--- config.mk ---
export PLATFORM = sky130hd
export DESIGN_NAME = eth_loopback_top
export DESIGN_NICKNAME = d
export VERILOG_FILES = /design/src/common/eth_pkg.sv /design/src/source/reset_sequencer.sv /design/src/control/stim_capture.sv /design/src/channel/frame_sender.sv /design/src/channel/credit_link.sv /design/src/channel/frame_receiver.sv /design/src/channel/eth_channel.sv /design/src/source/led_driver.sv /design/src/source/eth_loopback_top.sv
export SDC_FILE = /design/constraint.sdc
export NUM_CORES = 1
export LEC_CHECK = 0
export ABC_AREA = 1
export BUFFER_PORTS_ARGS = -buffer_cell sky130_fd_sc_hd__clkbuf_2
export CAP_MARGIN = 5
export CORE_ASPECT_RATIO = 1.1
export CORE_UTILIZATION = 55
export DETAILED_ROUTE_END_ITERATION = 6
export GPL_TIMING_DRIVEN = 0
export HOLD_SLACK_MARGIN = 0.06
export PLACE_DENSITY_LB_ADDON = 0.08
export SYNTH_ARGS = -nofsm -noshare
export SYNTH_HDL_FRONTEND = slang
export SYNTH_HIERARCHICAL = 1
export SYNTH_SLANG_ARGS = --single-unit
--- constraint.sdc ---
create_clock -name i_eth_clk -period 5.1 [get_ports i_eth_clk]
set_clock_uncertainty 0.05 [all_clocks]
set_input_delay 0.765 -clock i_eth_clk [delete_from_list [all_inputs] [get_ports i_eth_clk]]
set_output_delay 0.765 -clock i_eth_clk [all_outputs]
set_load 0.02 [all_outputs]
--- src/common/eth_pkg.sv ---
// Shared constants of the two-channel streaming loop
// Packed types for the control word, the per-channel control and the stream beat
package eth_pkg;

    // Design dimensions, the top level overrides the channel and link values
    localparam int CHANNELS       = 2;
    localparam int FRAME_BEATS    = 2;
    localparam int SEND_GAP       = 4;
    localparam int LINK_DEPTH     = 4;

    // Message and counter widths, the LED byte is the id bit above the sequence
    localparam int MSG_W          = 8;
    localparam int SEQ_W          = 7;
    localparam int COUNT_W        = 16;

    // Control distribution and reset timing
    localparam int SYNC_STAGES    = 2;
    localparam int PIPE_STAGES    = 3;
    localparam int POWERUP_CYCLES = 16;
    localparam int PLL_COUNT      = 3;

    // Control word as it arrives with the valid strobe
    typedef struct packed {
        logic                enable;
        logic [CHANNELS-1:0] id;
        logic                reset_req;
    } stim_t;

    // Control as seen by one channel
    typedef struct packed {
        logic enable;
        logic id;
    } chan_ctl_t;

    // One beat on the link between sender and receiver
    typedef struct packed {
        logic             sop;
        logic             eop;
        logic             id;
        logic [SEQ_W-1:0] seq;
    } beat_t;

endpackage

--- src/source/reset_sequencer.sv ---
// Design reset generation
// Power-up pipe, combination of reset sources and a two-stage per-channel fanout
module reset_sequencer #(
    parameter int CHANNELS = eth_pkg::CHANNELS
) (
    input  logic                          i_eth_clk,
    input  logic                          i_resetn,
    input  logic [eth_pkg::PLL_COUNT-1:0] i_pll_lock,
    input  logic                          i_reset_req,
    output logic                          o_resetn,
    output logic [CHANNELS-1:0]           o_chan_resetn
);
    // There is no board reset at power-up, so ones shift in from a cleared pipe
    logic [eth_pkg::POWERUP_CYCLES-1:0] powerup_pipe = '0;
    logic                               resetn_q;
    logic [CHANNELS-1:0]                fan1;
    logic [CHANNELS-1:0]                fan2;

    always_ff @(posedge i_eth_clk) begin
        powerup_pipe <= {powerup_pipe[eth_pkg::POWERUP_CYCLES-2:0], 1'b1};
    end

    // Any source held low keeps the design in reset, a request lasts one cycle
    always_ff @(posedge i_eth_clk) begin
        resetn_q <= powerup_pipe[eth_pkg::POWERUP_CYCLES-1] & (&i_pll_lock)
                    & i_resetn & ~i_reset_req;
    end

    // Two register stages give each channel its own reset copy
    always_ff @(posedge i_eth_clk) begin
        fan1 <= {CHANNELS{resetn_q}};
        fan2 <= fan1;
    end

    assign o_resetn      = resetn_q;
    assign o_chan_resetn = fan2;

endmodule

--- src/control/stim_capture.sv ---
// Control stimulus capture on the valid strobe
// Per-channel synchronizer and distribution pipeline for enable and id
module stim_capture #(
    parameter int CHANNELS = eth_pkg::CHANNELS
) (
    input  logic                               i_eth_clk,
    input  logic                               i_resetn,
    input  eth_pkg::stim_t                     i_stim,
    input  logic                               i_stim_valid,
    output logic                               o_reset_req,
    output eth_pkg::chan_ctl_t [CHANNELS-1:0]  o_ctl
);
    eth_pkg::chan_ctl_t [CHANNELS-1:0] captured;
    eth_pkg::chan_ctl_t [CHANNELS-1:0] sync_q [eth_pkg::SYNC_STAGES];
    eth_pkg::chan_ctl_t [CHANNELS-1:0] pipe_q [eth_pkg::PIPE_STAGES];

    // The request goes straight out so the resulting reset also clears this block
    assign o_reset_req = i_stim_valid & i_stim.reset_req;

    // Values hold between strobes, every channel shares enable but has its own id
    always_ff @(posedge i_eth_clk) begin
        if (!i_resetn) begin
            captured <= '0;
        end else if (i_stim_valid) begin
            for (int ch = 0; ch < CHANNELS; ch++) begin
                captured[ch].enable <= i_stim.enable;
                captured[ch].id     <= i_stim.id[ch];
            end
        end
    end

    // Synchronizer flops first, then the pipeline that reaches the channels
    // A strobe in cycle N shows at the output in cycle N+6
    always_ff @(posedge i_eth_clk) begin
        if (!i_resetn) begin
            sync_q <= '{default: '0};
            pipe_q <= '{default: '0};
        end else begin
            sync_q[0] <= captured;
            for (int s = 1; s < eth_pkg::SYNC_STAGES; s++) begin
                sync_q[s] <= sync_q[s-1];
            end
            pipe_q[0] <= sync_q[eth_pkg::SYNC_STAGES-1];
            for (int p = 1; p < eth_pkg::PIPE_STAGES; p++) begin
                pipe_q[p] <= pipe_q[p-1];
            end
        end
    end

    assign o_ctl = pipe_q[eth_pkg::PIPE_STAGES-1];

endmodule

--- src/channel/frame_sender.sv ---
// Periodic frame generator for one channel
// Gap, beat, credit and sequence counters, beats are sent only against credits
module frame_sender #(
    parameter int FRAME_BEATS = eth_pkg::FRAME_BEATS,
    parameter int SEND_GAP    = eth_pkg::SEND_GAP,
    parameter int LINK_DEPTH  = eth_pkg::LINK_DEPTH
) (
    input  logic               i_eth_clk,
    input  logic               i_resetn,
    input  eth_pkg::chan_ctl_t i_ctl,
    input  logic               i_credit,
    output eth_pkg::beat_t     o_beat,
    output logic               o_beat_valid
);
    localparam int GAP_W  = $clog2(SEND_GAP + 1);
    localparam int BEAT_W = $clog2(FRAME_BEATS + 1);
    localparam int CRED_W = $clog2(LINK_DEPTH + 1);

    logic                      in_frame;
    logic [GAP_W-1:0]          gap_cnt;
    logic [BEAT_W-1:0]         beat_cnt;
    logic [CRED_W-1:0]         credits;
    logic [eth_pkg::SEQ_W-1:0] seq_num;
    logic                      frame_id;
    logic                      last_beat;

    // A beat leaves in every frame cycle that has a credit, otherwise the frame stalls
    assign o_beat_valid = in_frame && (credits != '0);
    assign last_beat    = beat_cnt == BEAT_W'(FRAME_BEATS - 1);
    assign o_beat.sop   = beat_cnt == '0;
    assign o_beat.eop   = last_beat;
    assign o_beat.id    = frame_id;
    assign o_beat.seq   = seq_num;

    // Idle gap while enabled, then one frame; a frame always runs to its end
    always_ff @(posedge i_eth_clk) begin
        if (!i_resetn) begin
            in_frame <= 1'b0;
            gap_cnt  <= '0;
            beat_cnt <= '0;
            seq_num  <= '0;
        end else if (in_frame) begin
            if (o_beat_valid) begin
                beat_cnt <= beat_cnt + 1'b1;
                if (last_beat) begin
                    in_frame <= 1'b0;
                    beat_cnt <= '0;
                    seq_num  <= seq_num + 1'b1;
                end
            end
        end else if (i_ctl.enable) begin
            if (gap_cnt == GAP_W'(SEND_GAP - 1)) begin
                in_frame <= 1'b1;
                gap_cnt  <= '0;
            end else begin
                gap_cnt <= gap_cnt + 1'b1;
            end
        end else begin
            gap_cnt <= '0;
        end
    end

    // The id is frozen for the whole frame at its start
    always_ff @(posedge i_eth_clk) begin
        if (!in_frame && i_ctl.enable) begin
            frame_id <= i_ctl.id;
        end
    end

    // Credits start at the link depth, each sent beat costs one
    always_ff @(posedge i_eth_clk) begin
        if (!i_resetn) begin
            credits <= CRED_W'(LINK_DEPTH);
        end else begin
            credits <= credits - CRED_W'(o_beat_valid) + CRED_W'(i_credit);
        end
    end

    // A credit only comes back for a beat in the link, so the count is below the depth then
    a_credit_bound: assert property (@(posedge i_eth_clk) disable iff (!i_resetn)
        i_credit |-> credits != CRED_W'(LINK_DEPTH))
        else $error("Credit returned while the credit count is already full");

endmodule

--- src/channel/credit_link.sv ---
// Credit-controlled beat buffer standing in for the network access point
// Circular buffer of beats, one credit goes back per beat drained
module credit_link #(
    parameter int LINK_DEPTH = eth_pkg::LINK_DEPTH
) (
    input  logic           i_eth_clk,
    input  logic           i_resetn,
    input  eth_pkg::beat_t i_beat,
    input  logic           i_beat_valid,
    input  logic           i_pop,
    output eth_pkg::beat_t o_beat,
    output logic           o_beat_valid,
    output logic           o_credit
);
    localparam int PTR_W = $clog2(LINK_DEPTH);
    localparam int CNT_W = $clog2(LINK_DEPTH + 1);

    eth_pkg::beat_t   mem [LINK_DEPTH];
    logic [PTR_W-1:0] wr_ptr;
    logic [PTR_W-1:0] rd_ptr;
    logic [CNT_W-1:0] fill;
    logic             full;
    logic             wr_ok;
    logic             pop_ok;

    function automatic logic [PTR_W-1:0] next_ptr(input logic [PTR_W-1:0] ptr);
        return (ptr == PTR_W'(LINK_DEPTH - 1)) ? '0 : ptr + 1'b1;
    endfunction

    assign full         = fill == CNT_W'(LINK_DEPTH);
    assign wr_ok        = i_beat_valid && !full;
    assign o_beat_valid = fill != '0;
    assign o_beat       = mem[rd_ptr];
    assign pop_ok       = i_pop && o_beat_valid;

    // A written beat is visible on the read side one cycle later
    always_ff @(posedge i_eth_clk) begin
        if (wr_ok) begin
            mem[wr_ptr] <= i_beat;
        end
    end

    always_ff @(posedge i_eth_clk) begin
        if (!i_resetn) begin
            wr_ptr   <= '0;
            rd_ptr   <= '0;
            fill     <= '0;
            o_credit <= 1'b0;
        end else begin
            if (wr_ok) begin
                wr_ptr <= next_ptr(wr_ptr);
            end
            if (pop_ok) begin
                rd_ptr <= next_ptr(rd_ptr);
            end
            fill     <= fill + CNT_W'(wr_ok) - CNT_W'(pop_ok);
            // Credit pulse for every drained beat
            o_credit <= pop_ok;
        end
    end

    // The sender's credit count must keep it from writing into a full buffer
    a_no_overflow: assert property (@(posedge i_eth_clk) disable iff (!i_resetn)
        i_beat_valid |-> !full)
        else $error("Write into full link buffer");

endmodule

--- src/channel/frame_receiver.sv ---
// Frame checker for one channel
// Structure check with sticky error, frame counter and LED message register
module frame_receiver (
    input  logic                        i_eth_clk,
    input  logic                        i_resetn,
    input  eth_pkg::beat_t              i_beat,
    input  logic                        i_beat_valid,
    input  logic                        i_rx_hold,
    output logic                        o_pop,
    output logic [eth_pkg::MSG_W-1:0]   o_led_byte,
    output logic [eth_pkg::COUNT_W-1:0] o_frame_count,
    output logic                        o_error
);
    logic in_frame;

    // Hold blocks every pop, the link then fills and credits stop flowing
    assign o_pop = i_beat_valid && !i_rx_hold;

    always_ff @(posedge i_eth_clk) begin
        if (!i_resetn) begin
            in_frame      <= 1'b0;
            o_led_byte    <= '0;
            o_frame_count <= '0;
            o_error       <= 1'b0;
        end else if (o_pop) begin
            // A sop inside a frame or a missing sop outside one is a framing error
            if (i_beat.sop == in_frame) begin
                o_error <= 1'b1;
            end
            in_frame <= !i_beat.eop;
            // End of frame loads the message and counts the frame
            if (i_beat.eop) begin
                o_led_byte    <= eth_pkg::MSG_W'({i_beat.id, i_beat.seq});
                o_frame_count <= o_frame_count + 1'b1;
            end
        end
    end

endmodule

--- src/channel/eth_channel.sv ---
// One streaming channel
// Frame sender, credit link and frame receiver with a local credit loop
module eth_channel #(
    parameter int FRAME_BEATS = eth_pkg::FRAME_BEATS,
    parameter int SEND_GAP    = eth_pkg::SEND_GAP,
    parameter int LINK_DEPTH  = eth_pkg::LINK_DEPTH
) (
    input  logic                        i_eth_clk,
    input  logic                        i_resetn,
    input  eth_pkg::chan_ctl_t          i_ctl,
    input  logic                        i_rx_hold,
    output logic [eth_pkg::MSG_W-1:0]   o_led_byte,
    output logic [eth_pkg::COUNT_W-1:0] o_frame_count,
    output logic                        o_error
);
    eth_pkg::beat_t tx_beat;
    logic           tx_valid;
    eth_pkg::beat_t rx_beat;
    logic           rx_valid;
    logic           pop;
    logic           credit;

    frame_sender #(
        .FRAME_BEATS (FRAME_BEATS),
        .SEND_GAP    (SEND_GAP),
        .LINK_DEPTH  (LINK_DEPTH)
    ) u_sender (
        .i_eth_clk    (i_eth_clk),
        .i_resetn     (i_resetn),
        .i_ctl        (i_ctl),
        .i_credit     (credit),
        .o_beat       (tx_beat),
        .o_beat_valid (tx_valid)
    );

    credit_link #(
        .LINK_DEPTH (LINK_DEPTH)
    ) u_link (
        .i_eth_clk    (i_eth_clk),
        .i_resetn     (i_resetn),
        .i_beat       (tx_beat),
        .i_beat_valid (tx_valid),
        .i_pop        (pop),
        .o_beat       (rx_beat),
        .o_beat_valid (rx_valid),
        .o_credit     (credit)
    );

    frame_receiver u_receiver (
        .i_eth_clk     (i_eth_clk),
        .i_resetn      (i_resetn),
        .i_beat        (rx_beat),
        .i_beat_valid  (rx_valid),
        .i_rx_hold     (i_rx_hold),
        .o_pop         (pop),
        .o_led_byte    (o_led_byte),
        .o_frame_count (o_frame_count),
        .o_error       (o_error)
    );

endmodule

--- src/source/led_driver.sv ---
// LED output stage
// Registered XOR of the channel LED bytes and a sticky merge of channel errors
module led_driver #(
    parameter int CHANNELS = eth_pkg::CHANNELS
) (
    input  logic                                    i_eth_clk,
    input  logic                                    i_resetn,
    input  logic [CHANNELS-1:0][eth_pkg::MSG_W-1:0] i_led_bytes,
    input  logic [CHANNELS-1:0]                     i_errors,
    output logic [eth_pkg::MSG_W-1:0]               o_led,
    output logic                                    o_error
);
    logic [eth_pkg::MSG_W-1:0] led_mix;

    // Equal bytes cancel, so only differences between channels light up
    always_comb begin
        led_mix = '0;
        for (int ch = 0; ch < CHANNELS; ch++) begin
            led_mix = led_mix ^ i_led_bytes[ch];
        end
    end

    always_ff @(posedge i_eth_clk) begin
        if (!i_resetn) begin
            o_led   <= '0;
            o_error <= 1'b0;
        end else begin
            o_led   <= led_mix;
            o_error <= o_error | (|i_errors);
        end
    end

endmodule

--- src/source/eth_loopback_top.sv ---
// Top level of the two-channel streaming loop
// Reset sequencer, stimulus capture, channel array and LED driver
module eth_loopback_top #(
    parameter int CHANNELS    = eth_pkg::CHANNELS,
    parameter int FRAME_BEATS = eth_pkg::FRAME_BEATS,
    parameter int SEND_GAP    = eth_pkg::SEND_GAP,
    parameter int LINK_DEPTH  = eth_pkg::LINK_DEPTH
) (
    input  logic                                      i_eth_clk,
    input  logic                                      i_resetn,
    input  logic [eth_pkg::PLL_COUNT-1:0]             i_pll_lock,
    input  eth_pkg::stim_t                            i_stim,
    input  logic                                      i_stim_valid,
    input  logic                                      i_rx_hold,
    output logic [eth_pkg::MSG_W-1:0]                 o_led,
    output logic [CHANNELS-1:0][eth_pkg::COUNT_W-1:0] o_frame_count,
    output logic                                      o_error
);
    logic                                  resetn;
    logic [CHANNELS-1:0]                   chan_resetn;
    logic                                  reset_req;
    eth_pkg::chan_ctl_t [CHANNELS-1:0]     chan_ctl;
    logic [CHANNELS-1:0][eth_pkg::MSG_W-1:0] led_bytes;
    logic [CHANNELS-1:0]                   chan_errors;

    // ------------------------------------------------------------------------
    // Reset and control distribution
    // ------------------------------------------------------------------------
    reset_sequencer #(
        .CHANNELS (CHANNELS)
    ) u_reset_seq (
        .i_eth_clk     (i_eth_clk),
        .i_resetn      (i_resetn),
        .i_pll_lock    (i_pll_lock),
        .i_reset_req   (reset_req),
        .o_resetn      (resetn),
        .o_chan_resetn (chan_resetn)
    );

    stim_capture #(
        .CHANNELS (CHANNELS)
    ) u_stim_capture (
        .i_eth_clk    (i_eth_clk),
        .i_resetn     (resetn),
        .i_stim       (i_stim),
        .i_stim_valid (i_stim_valid),
        .o_reset_req  (reset_req),
        .o_ctl        (chan_ctl)
    );

    // ------------------------------------------------------------------------
    // Channels, each with its own reset copy and credit loop
    // ------------------------------------------------------------------------
    for (genvar g = 0; g < CHANNELS; g++) begin : g_chan
        eth_channel #(
            .FRAME_BEATS (FRAME_BEATS),
            .SEND_GAP    (SEND_GAP),
            .LINK_DEPTH  (LINK_DEPTH)
        ) u_channel (
            .i_eth_clk     (i_eth_clk),
            .i_resetn      (chan_resetn[g]),
            .i_ctl         (chan_ctl[g]),
            .i_rx_hold     (i_rx_hold),
            .o_led_byte    (led_bytes[g]),
            .o_frame_count (o_frame_count[g]),
            .o_error       (chan_errors[g])
        );
    end

    led_driver #(
        .CHANNELS (CHANNELS)
    ) u_led_driver (
        .i_eth_clk   (i_eth_clk),
        .i_resetn    (resetn),
        .i_led_bytes (led_bytes),
        .i_errors    (chan_errors),
        .o_led       (o_led),
        .o_error     (o_error)
    );

endmodule

==> impl_metrics.env, run 1 <==
export IMPL_fin_crit_sh=0.4935
export IMPL_areaGrowthSynthToFinish_pct=14.11
export IMPL_ant_nets=0
export IMPL_synth_adder_area_share=0.04185
export IMPL_placed_area_um2=9594
export IMPL_max_slew_margin=0.3052
export IMPL_cts_root_buf="clkbuf_16"
export IMPL_antenna_found_initial=0
export IMPL_final_area_um2=10370
export IMPL_port_buffers=51
export IMPL_nets=1121
export IMPL_rsz0062_at_grt="false"
export IMPL_ys_dominant_reg_cell="dfxtp_1"
export IMPL_drc_errors=0
export IMPL_h_tree_depth=1
export IMPL_totalPowerFinal_w=0.003471
export IMPL_cts_tree="yes"
export IMPL_max_cap_viol_count=0
export IMPL_syn_cell_area_um2=9089
export IMPL_dp_slack_ns=2.267
export IMPL_grt_ovfl_total=0
export IMPL_tns_ns=0
export IMPL_ys_seq_area_frac=0.5661
export IMPL_grt_pass1_vias=5953
export IMPL_sw_frac_of_total=0.1912
export IMPL_critPathMaxFanout=7
export IMPL_cp_data_required_time_ns=5.44
export IMPL_rows=48
export IMPL_path_clk_slew_ns=0.06
export IMPL_dieArea_um2=17040
export IMPL_die_x_um=124.6
export IMPL_synth_most_common_cell="nand2_1"
export IMPL_multiInputGateArea_um2=3267
export IMPL_powerDensity_nw_per_um2=334.6
export IMPL_regArea_um2=5145
export IMPL_p_seq_frac=0.512
export IMPL_grt_pass1_wl_um=27970
export IMPL_synth_area_top_cells="dfxtp_1, edfxtp_1, nand2_1"
export IMPL_core_um2=15920
export IMPL_layout_drive_gt1_share=0.1648
export IMPL_startpoint="g_chan[0].u_channel/u_link/fill[1]"
export IMPL_comb_power_share=0.006
export IMPL_die_h_um=136.8
export IMPL_p_leak_nw=4.105
export IMPL_switchingPower_w=0.0006637
export IMPL_hold_violations=0
export IMPL_cp_arrival_ns=2.86
export IMPL_dr_first_iter_drc_count=363
export IMPL_yosys_area_share_simple=0.2247
export IMPL_setup_ws_ns=2.583
export IMPL_synth_top_cell_area_share=0.2952
export IMPL_wl_per_cell_um=12.76
export IMPL_clock_tree_buffer_depth=3
export IMPL_fin_crit_ns=2.517
export IMPL_drv_slew=0
export IMPL_start_util=0.5711
export IMPL_crit_path_end_kind="flip-flop"
export IMPL_hold_buffers=0
export IMPL_worstSetupStartpointType="flip-flop"
export IMPL_synth_compound_area_frac=0.08329
export IMPL_crit_type="flip-flop to flip-flop"
export IMPL_synth_cell_types=36
export IMPL_fmax_mhz=397.3
export IMPL_clkPwrFrac=0.481
export IMPL_cts_buffers=23
export IMPL_synthXorXnorAreaFrac=0.009637
export IMPL_min_from="u_reset_seq/fan1[0]"
export IMPL_clk_latency_ns=0.50
export IMPL_stdcell_count=1298
export IMPL_grt_use_total=0.2014
export IMPL_synthArstFlopShare=0
export IMPL_synthCells=1006
export IMPL_dp_cells=1257
export IMPL_synth_edf_count=82
export IMPL_p_int_w=0.002807
export IMPL_synthMuxAreaShare=0
export IMPL_nFillCells=1336
export IMPL_ys_warn_count=6
export IMPL_worstHoldPathType="flip-flop to flip-flop"
export IMPL_via_per_inst=4.956
export IMPL_cts_sink_count=216
export IMPL_antenna_cells=0
export IMPL_synth_top_family_by_area="simple AND/OR/NAND/NOR gates"
export IMPL_synth_nets=1045
export IMPL_drt_pass1_iter_count=4
export IMPL_synth_seq_cells=216
export IMPL_hpwl_um=11170
export IMPL_vdd_drop_max_mv=0.2116
export IMPL_grt_max_degree=15
export IMPL_syn_avg_cell_area_um2=9.035
export IMPL_tightest_slew_ns=1.038
export IMPL_ys_top_cells_by_count="nand2_1, nor2_1, dfxtp_1"
export IMPL_num_io_pins=52
export IMPL_setup_violations=0
export IMPL_cts_setup_buffers=0
export IMPL_cts_resized=0
export IMPL_outcome="completed"
export IMPL_r2r_start="g_chan[0].u_channel/u_link/fill[1]"
export IMPL_gp_congestion=0.7814
export IMPL_yosysTopAreaCell="dfxtp_1"
export IMPL_dr_total_vias=6433
export IMPL_drt_wl_total_um=16570
==> state kept, by name, summed over array words and instances, names as in the netlist, 6 cells and up, named ones only <==
register and cells:
g_chan.u_channel/u_receiver/o_led_byte 16, g_chan.u_channel/u_sender/credits 6, u_led_driver/o_led 8, u_stim_capture/pipe_q 6
g_chan.u_channel/u_receiver/o_frame_count 32, g_chan.u_channel/u_sender/gap_cnt 6, g_chan.u_channel/u_sender/seq_num 14, g_chan.u_channel/u_link/mem 80
u_stim_capture/sync_q 6, g_chan.u_channel/u_link/fill 6
==> kinds of logic after synthesis <==
| family | count (synthesis) |
|---|---|
| flip-flops | 216 |
| AO/OA/AOI/OAI | 143 |
| adder cells (fa/ha/maj) | 28 |
| buffers and inverters | 151 |
| XOR/XNOR | 10 |
| AND/OR/NAND/NOR | 458 |
==> critical path, cell delays in order (launching register included) <==
cell     delay, ns
dfxtp_1       0.36
nor2_2        0.18
nand2_2       0.14
nand2_1       0.13
inv_1         0.12
nand2_1       0.13
inv_1         0.05
ha_1          0.26
inv_1         0.05
ha_1          0.13
inv_1         0.05
fa_1          0.38
xor2_1        0.18
nand2_1       0.08
nand2_1       0.06
nor2_1        0.04
==> routing by layer <==
metal / global-route usage / part of all wire / up-vias
met4: 0.05957 / 0.013 / 0
met3: 0.03010 / 0.047 / 19
met2: 0.3505 / 0.48 / 119
met1: 0.2610 / 0.46 / 2921
li1: - / - / 3374
met5: 0 / 0 / -
==> layout by cell type (no fill, tap or decap), drive strengths merged <==
master      n
nand2     216
nor2      198
dfxtp     134
inv       116
clkbuf     99
edfxtp     82
o21ai      61
a21oi      57
nand3      28
ha         24
buf        22
o22ai      20
xor2        6
or2         4
fa          4
nor3        4
nand4       4
xnor2       4
clkinv      4
nand3b      4
o21a        2
o21bai      2
clkinvlp    1
bufinv      1
a211oi      1
==> power by group through the flow <==
| stage | combinational (W) | clock, W | sequential, W |
|---|---|---|---|
| finish | 0.0000224 | 0.00167 | 0.00178 |
| global route | 0.0000259 | 0.00177 | 0.00178 |
| CTS | 0.0000229 | 0.00170 | 0.00178 |
| detailed placement | 0.0000228 | 0 | 0.00182 |
| global placement | 0.0000224 | 0 | 0.00182 |
| floorplan | 0.0000144 | 0 | 0.00182 |
==> worst paths after layout <==
check,end,slack (ns),depth (start not counted)
max,g_chan[0].u_channel/u_link/fill[2],2.58,15
min reg2reg,u_reset_seq/o_chan_resetn[0],0.28,0
max reg2reg,g_chan[0].u_channel/u_link/fill[2],2.58,15
min,u_reset_seq/o_chan_resetn[0],0.28,0
==> metrics by stage <==
step | utilization | hold WS, ns
2_1_floorplan | - | 0.2596
3_3_place_gp | 0.6028 | 0.2599
3_5_place_dp | 0.6028 | 0.2636
4_1_cts | 0.6517 | 0.2849
5_1_grt | 0.6517 | 0.2936
6_report | 0.6517 | 0.2842
==> area by class of cell <==
| type | count | area share |
|---|---|---|
| Sequential cell | 216 | 0.4961 |
| Clock buffer | 36 | 0.06925 |
| Tap cell | 200 | 0.02413 |
| Multi-Input combinational cell | 639 | 0.3150 |
| Timing Repair Buffer | 51 | 0.02461 |
| Buffer | 34 | 0.02196 |
| Clock inverter | 5 | 0.005670 |
| Inverter | 117 | 0.04331 |
No activity file was read; power rests on OpenSTA's default activity.
==> run 2: changes to the inputs <==
Settings changed: ABC_AREA 1 to 0.
Clock period 5.1 ns to 2.5 ns, I/O delays scaled along.
==> run 2 against run 1 <==
  * The flow now finishes with violations (negative setup slack)
  * Largest power group unchanged
  * Register-to-register slack got worse by 2.6 ns
  * Die area fell by 4.4%
  * Worst hold slack got worse by 0.18 ns
  * Critical endpoint is now g_chan[1].u_channel/u_link/fill[2]
  * Via count fell by 15%
==> impl_metrics.env, run 2 <==
export IMPL_outcome="finished, violations left"
export IMPL_violations="negative setup slack"
export IMPL_syn_cell_area_um2=8681
export IMPL_synth_cell_types=50
export IMPL_cts_root_buf="clkbuf_16"
export IMPL_nets=841
export IMPL_fmax_mhz=399.3
export IMPL_synth_nets=753
export IMPL_drv_slew=0
export IMPL_core_um2=15230
export IMPL_num_io_pins=52
export IMPL_setup_violations=1
export IMPL_gp_congestion=0.8031
export IMPL_die_x_um=121.8
export IMPL_layout_commonest_cell="dfxtp_1"
export IMPL_crit_chain="or3_4 > nor2b_4 > o31ai_4 > inv_1 > ha_1 > inv_1 > ha_2 > inv_2 > fa_2 > xor2_1 > and2_1 > nor3_1"
export IMPL_worstSetupStartpointType="flip-flop"
export IMPL_path_clk_slew_ns=0.06
export IMPL_synth_edf_count=82
export IMPL_clock_tree_buffer_depth=3
export IMPL_powerDensity_nw_per_um2=678.2
export IMPL_largest_reg_flops=80
export IMPL_max_cap_viol_count=0
export IMPL_slowest_delay_ns=0.40
export IMPL_tightest_slew_ns=0.6905
export IMPL_ys_seq_area_frac=0.5927
export IMPL_fin_crit_ns=2.505
export IMPL_ys_dominant_reg_cell="dfxtp_1"
export IMPL_crit_path_end_kind="flip-flop"
export IMPL_placed_area_um2=9199
export IMPL_clk_latency_ns=0.50
export IMPL_areaGrowthSynthToFinish_pct=16.11
export IMPL_critPathMaxFanout=5
export IMPL_antenna_found_initial=0
export IMPL_final_area_um2=10080
export IMPL_h_tree_depth=1
export IMPL_layout_common_cells="dfxtp_1, edfxtp_1, nand2_1, clkbuf_2, nor2_1"
export IMPL_cpMostUsedCell="inv_1"
export IMPL_drt_wl_total_um=15680
export IMPL_setup_ws_ns=-0.004637
export IMPL_worstHoldPathType="primary input to flip-flop"
export IMPL_grt_max_degree=20
export IMPL_cts_buffers=23
export IMPL_p_leak_nw=3.870
export IMPL_via_per_inst=5.380
export IMPL_crit_slowest_cell="or3_4"
export IMPL_cts_sink_count=216
export IMPL_cp_data_required_time_ns=2.86
export IMPL_dr_total_vias=5461
export IMPL_synth_seq_cells=216
export IMPL_synthArstFlopShare=0
export IMPL_reg_largest_list="g_chan.u_channel/u_link/mem (80), g_chan.u_channel/u_receiver/o_frame_count (32), g_chan.u_channel/u_receiver/o_led_byte (16)"
export IMPL_ys_warn_count=6
export IMPL_layout_drive_gt1_share=0.2137
export IMPL_grt_pass1_wl_um=25500
export IMPL_synth_top_cell_area_share=0.3090
export IMPL_synth_area_top_cells="dfxtp_1, edfxtp_1, mux4_2"
export IMPL_grt_ovfl_total=0
export IMPL_wl_per_cell_um=15.45
export IMPL_max_slew_margin=0.5390
export IMPL_totalPowerFinal_w=0.006836
export IMPL_rows=47
export IMPL_synthCells=714
export IMPL_tns_ns=-0.004637
export IMPL_ant_nets=0
export IMPL_vdd_drop_max_mv=0.5143
export IMPL_top_register="g_chan.u_channel/u_link/mem"
export IMPL_rsz0062_at_grt="true"
export IMPL_hpwl_um=10620
export IMPL_synth_most_common_cell="dfxtp_1"
export IMPL_drt_pass1_iter_count=7
export IMPL_syn_avg_cell_area_um2=12.16
export IMPL_r2r_start="g_chan[1].u_channel/u_link/fill[1]"
export IMPL_cp_arrival_ns=2.87
export IMPL_drc_errors=0
export IMPL_dr_first_iter_drc_count=187
export IMPL_start_util=0.5699
export IMPL_dieArea_um2=16290
export IMPL_grt_use_total=0.1991
export IMPL_port_buffers=51
export IMPL_startpoint="g_chan[1].u_channel/u_link/fill[1]"
export IMPL_cts_tree="yes"
export IMPL_yosysTopAreaCell="dfxtp_1"
export IMPL_min_from="i_stim[2]"
export IMPL_fin_crit_sh=1.002
export IMPL_crit_type="flip-flop to flip-flop"
export IMPL_die_h_um=133.8
export IMPL_hold_violations=0
export IMPL_dp_slack_ns=-0.1567
export IMPL_ys_top_cells_by_count="dfxtp_1, edfxtp_1, nand2_1"
export IMPL_whs_ns=0.1043
export IMPL_antenna_cells=0
export IMPL_grt_pass1_vias=5304
run 2: worst paths after layout:
path                                         to  cells past startpoint  slack, ns
max          g_chan[1].u_channel/u_link/fill[2]                     12     -0.005
min                  u_stim_capture/captured[2]                      3       0.10
max reg2reg  g_chan[1].u_channel/u_link/fill[2]                     12     -0.005
min reg2reg        u_reset_seq/o_chan_resetn[0]                      0       0.28
run 2: per-stage QoR:
step,utilization,std cells
6_report,0.6618,1015
4_1_cts,0.6558,1006
5_1_grt,0.6618,1015
2_1_floorplan,-,714
3_3_place_gp,0.6040,961
3_5_place_dp,0.6040,961
run 2: what timing repair did:
| action | CTS | global route |
|---|---|---|
| hold buffers | 3 | 0 |
| buffers inserted | 0 | 9 |
| pin swaps | 2 | 2 |
| setup endpoints to repair | 2 | 2 |
| hold endpoints to repair | 1 | 0 |
| resized for setup | 15 | 7 |
run 2: logic make-up after synthesis:
family,after synthesis,share of synthesized area
buf+inv,63,0.03459
flops,216,0.5927
simple gates,264,0.1722
fa+ha+maj,28,0.04382
mux,36,0.07034
compound gates,65,0.04396
xor+xnor,42,0.04238
run 2: layout make-up:
| class | count | area, um2 |
|---|---|---|
| buffer | 28 | 168.9 |
| tap | 196 | 245.2 |
| fill | 1133 | 5151 |
| inverter | 35 | 131.4 |
| multi-input combinational | 435 | 3308 |
| timing repair buffer | 63 | 352.8 |
| sequential | 216 | 5162 |
| clock buffer | 38 | 663.1 |
| clock inverter | 4 | 47.55 |
run 2: power breakdown:
part / switching, W / internal (W) / leakage [nW]
Sequential: 0.00000425 / 0.00362 / 2.02
Clock: 0.00126 / 0.00191 / 0.346
Combinational: 0.0000216 / 0.0000166 / 1.51
Total: 0.00129 / 0.00555 / 3.87
run 2: layer usage:
| layer | track usage | wire [um] |
|---|---|---|
| met2 | 0.3399 | 7696 |
| met4 | 0.06790 | 335 |
| met1 | 0.2550 | 6873 |
| met3 | 0.03296 | 773 |
| met5 | 0 | 0 |
run 2: worst max-delay path, delay by kind of cell, from the launching register on:
| family | cells | cell delay (ns) |
|---|---|---|
| AO/OA/AOI/OAI | 1 | 0.07 |
| XOR/XNOR | 1 | 0.16 |
| adder cells (fa/ha/maj) | 3 | 0.78 |
| buffers and inverters | 3 | 0.17 |
| flip-flops | 1 | 0.37 |
| AND/OR/NAND/NOR | 4 | 0.81 |
==> run 3: changes to the inputs <==
Settings changed: SETUP_SLACK_MARGIN set to 0.5.
==> run 3 against run 2 <==
  * Via count grew 0.68%
  * Routed wire length rose by 4.4%
  * Sequential power about the same
  * Critical path type unchanged
  * Critical path depth stayed put
  * The flow now finishes without violations
  * Cell count up 1.4%
  * Die area stayed put
==> impl_metrics.env, run 3 (synthesis results as in run 2) <==
export IMPL_max_cap_viol_count=0
export IMPL_die_h_um=133.8
export IMPL_clock_tree_buffer_depth=3
export IMPL_p_int_w=0.005593
export IMPL_sw_frac_of_total=0.1909
export IMPL_hold_violations=0
export IMPL_powerDensity_nw_per_um2=665.2
export IMPL_outcome="completed"
export IMPL_layout_commonest_cell="dfxtp_1"
export IMPL_switchingPower_w=0.001320
export IMPL_die_x_um=121.8
export IMPL_comb_power_share=0.006
export IMPL_final_area_um2=10390
export IMPL_fin_crit_sh=0.9882
export IMPL_h_tree_depth=1
export IMPL_path_clk_slew_ns=0.06
export IMPL_crit_slowest_cell="or3_4"
export IMPL_drt_pass1_iter_count=4
export IMPL_rsz0062_at_grt="true"
export IMPL_cp_data_required_time_ns=2.83
export IMPL_antenna_found_initial=0
export IMPL_grt_pass1_wl_um=26260
export IMPL_worstSetupStartpointType="flip-flop"
export IMPL_gp_congestion=0.8170
export IMPL_port_buffers=51
export IMPL_layout_drive_gt1_share=0.2725
export IMPL_fin_crit_ns=2.470
export IMPL_core_um2=15230
export IMPL_p_seq_frac=0.524
export IMPL_top_register="g_chan.u_channel/u_link/mem"
export IMPL_reg_largest_list="g_chan.u_channel/u_link/mem (80), g_chan.u_channel/u_receiver/o_frame_count (32), g_chan.u_channel/u_receiver/o_led_byte (16)"
export IMPL_fmax_mhz=404.8
export IMPL_final_util=0.6823
export IMPL_antenna_cells=0
export IMPL_critPathMaxFanout=3
export IMPL_start_util=0.5699
export IMPL_worstHoldPathType="primary input to flip-flop"
export IMPL_drv_slew=0
export IMPL_grt_use_total=0.2059
export IMPL_areaGrowthSynthToFinish_pct=19.72
export IMPL_dr_total_vias=5498
export IMPL_dieArea_um2=16290
export IMPL_crit_type="flip-flop to flip-flop"
export IMPL_cp_arrival_ns=2.80
export IMPL_rows=47
export IMPL_grt_max_degree=20
export IMPL_cpMostUsedCell="inv_1"
export IMPL_slowest_delay_ns=0.39
export IMPL_wl_per_cell_um=15.91
export IMPL_crit_path_end_kind="flip-flop"
export IMPL_p_leak_nw=3.986
export IMPL_drt_wl_total_um=16370
export IMPL_placed_area_um2=9330
export IMPL_multiInputGateArea_um2=3416
export IMPL_crit_family="adder cells"
export IMPL_via_per_inst=5.343
export IMPL_cts_root_buf="clkbuf_16"
export IMPL_dr_first_iter_drc_count=272
export IMPL_clk_latency_ns=0.49
export IMPL_cp_num_buf_inv=3
export IMPL_largest_reg_flops=80
export IMPL_r2r_slack_ns=0.03
export IMPL_hpwl_um=10820
export IMPL_cts_tree="yes"
export IMPL_setup_violations=0
export IMPL_tightest_slew_ns=0.5985
export IMPL_vdd_drop_max_mv=0.4874
export IMPL_crit_chain="or3_4 > nor2b_4 > o31ai_4 > inv_1 > ha_1 > inv_1 > ha_2 > inv_2 > fa_2 > xor2_1 > and2_1 > nor3_2"
export IMPL_drc_errors=0
export IMPL_nFillCells=1072
export IMPL_cts_sink_count=216
export IMPL_layout_common_cells="dfxtp_1, edfxtp_1, nand2_1, clkbuf_2, nor2_1"
export IMPL_ant_nets=0
export IMPL_num_io_pins=52
export IMPL_nets=856
export IMPL_grt_ovfl_total=0
export IMPL_grt_pass1_vias=5479
export IMPL_regArea_um2=5175
export IMPL_cts_buffers=22
export IMPL_clkPwrFrac=0.470
export IMPL_max_slew_margin=0.6004
-- run 3: cell types whose count changed in the layout (fill, tap and decap cells not counted), sizes merged --
| cell | change |
|---|---|
| bufinv | -1 |
| buf | +15 |
| clkinv | +1 |
| clkinvlp | +1 |
| clkbuf | -3 |
| inv | +1 |
-- run 3: final timing paths --
path,from,to,depth (start not counted)
setup / recovery,g_chan[0].u_channel/u_link/fill[0],g_chan[0].u_channel/u_link/fill[2],12
hold / removal,i_stim[1],u_stim_capture/captured[0],3
setup reg to reg,g_chan[0].u_channel/u_link/fill[0],g_chan[0].u_channel/u_link/fill[2],12
hold reg to reg,u_reset_seq/fan1[0],u_reset_seq/o_chan_resetn[0],0
-- run 3: worst register-to-register path, cell delays in order, from the launching register on --
cell,delay [ns]
dfxtp_4,0.34
or3_4,0.39
nor2b_4,0.15
o31ai_4,0.07
inv_1,0.07
ha_1,0.27
inv_1,0.06
ha_2,0.18
inv_2,0.04
fa_2,0.34
xor2_1,0.20
and2_1,0.17
nor3_2,0.04
-- run 3: through the flow --
step,cells,power (W),setup WS [ns],hold slack (ns),TNS [ns]
2_1_floorplan,714,0.003723,0.1707,0.2596,0
3_3_place_gp,961,0.003740,0.09798,0.2609,0
3_5_place_dp,961,0.003741,-0.03206,0.2650,-0.03206
4_1_cts,1024,0.007001,0.04930,0.08151,0
5_1_grt,1029,0.007134,-0.06893,0.09506,-0.06903
6_report,1029,0.006913,0.02960,0.09950,0
-- run 3: power groups by stage --
stage / registers (W) / clock network [W] / logic (W)
6_report: 0.00362 / 0.00325 / 0.0000385
5_1_grt: 0.00362 / 0.00347 / 0.0000420
4_1_cts: 0.00362 / 0.00334 / 0.0000384
3_5_place_dp: 0.00371 / 0 / 0.0000355
3_3_place_gp: 0.00371 / 0 / 0.0000339
2_1_floorplan: 0.00370 / 0 / 0.0000188
-- run 3: layer usage --
layer / up-vias / part of all wire / GRT usage
li1: 2706 / - / -
met1: 2641 / 0.43 / 0.2561
met2: 125 / 0.50 / 0.3666
met3: 26 / 0.049 / 0.02997
met4: 0 / 0.019 / 0.06173
met5: - / 0 / 0
-- run 3: repair_timing --
| action | CTS | global route |
|---|---|---|
| hold buffers | 3 | 0 |
| setup endpoints to repair | 61 | 36 |
| endpoints found under the hold margin | 1 | 0 |
| setup buffers | 20 | 5 |
| gates resized for setup | 20 | 20 |
| pin swaps | 14 | 11 |
-- run 3: cell type report --
cell class,instances,share of cell area
Sequential cell,216,0.4980
Multi-Input combinational cell,435,0.3287
Clock buffer,34,0.06826
Timing Repair Buffer,79,0.04623
Tap cell,196,0.02360
Buffer,28,0.01914
Inverter,35,0.01288
Clock inverter,6,0.003251
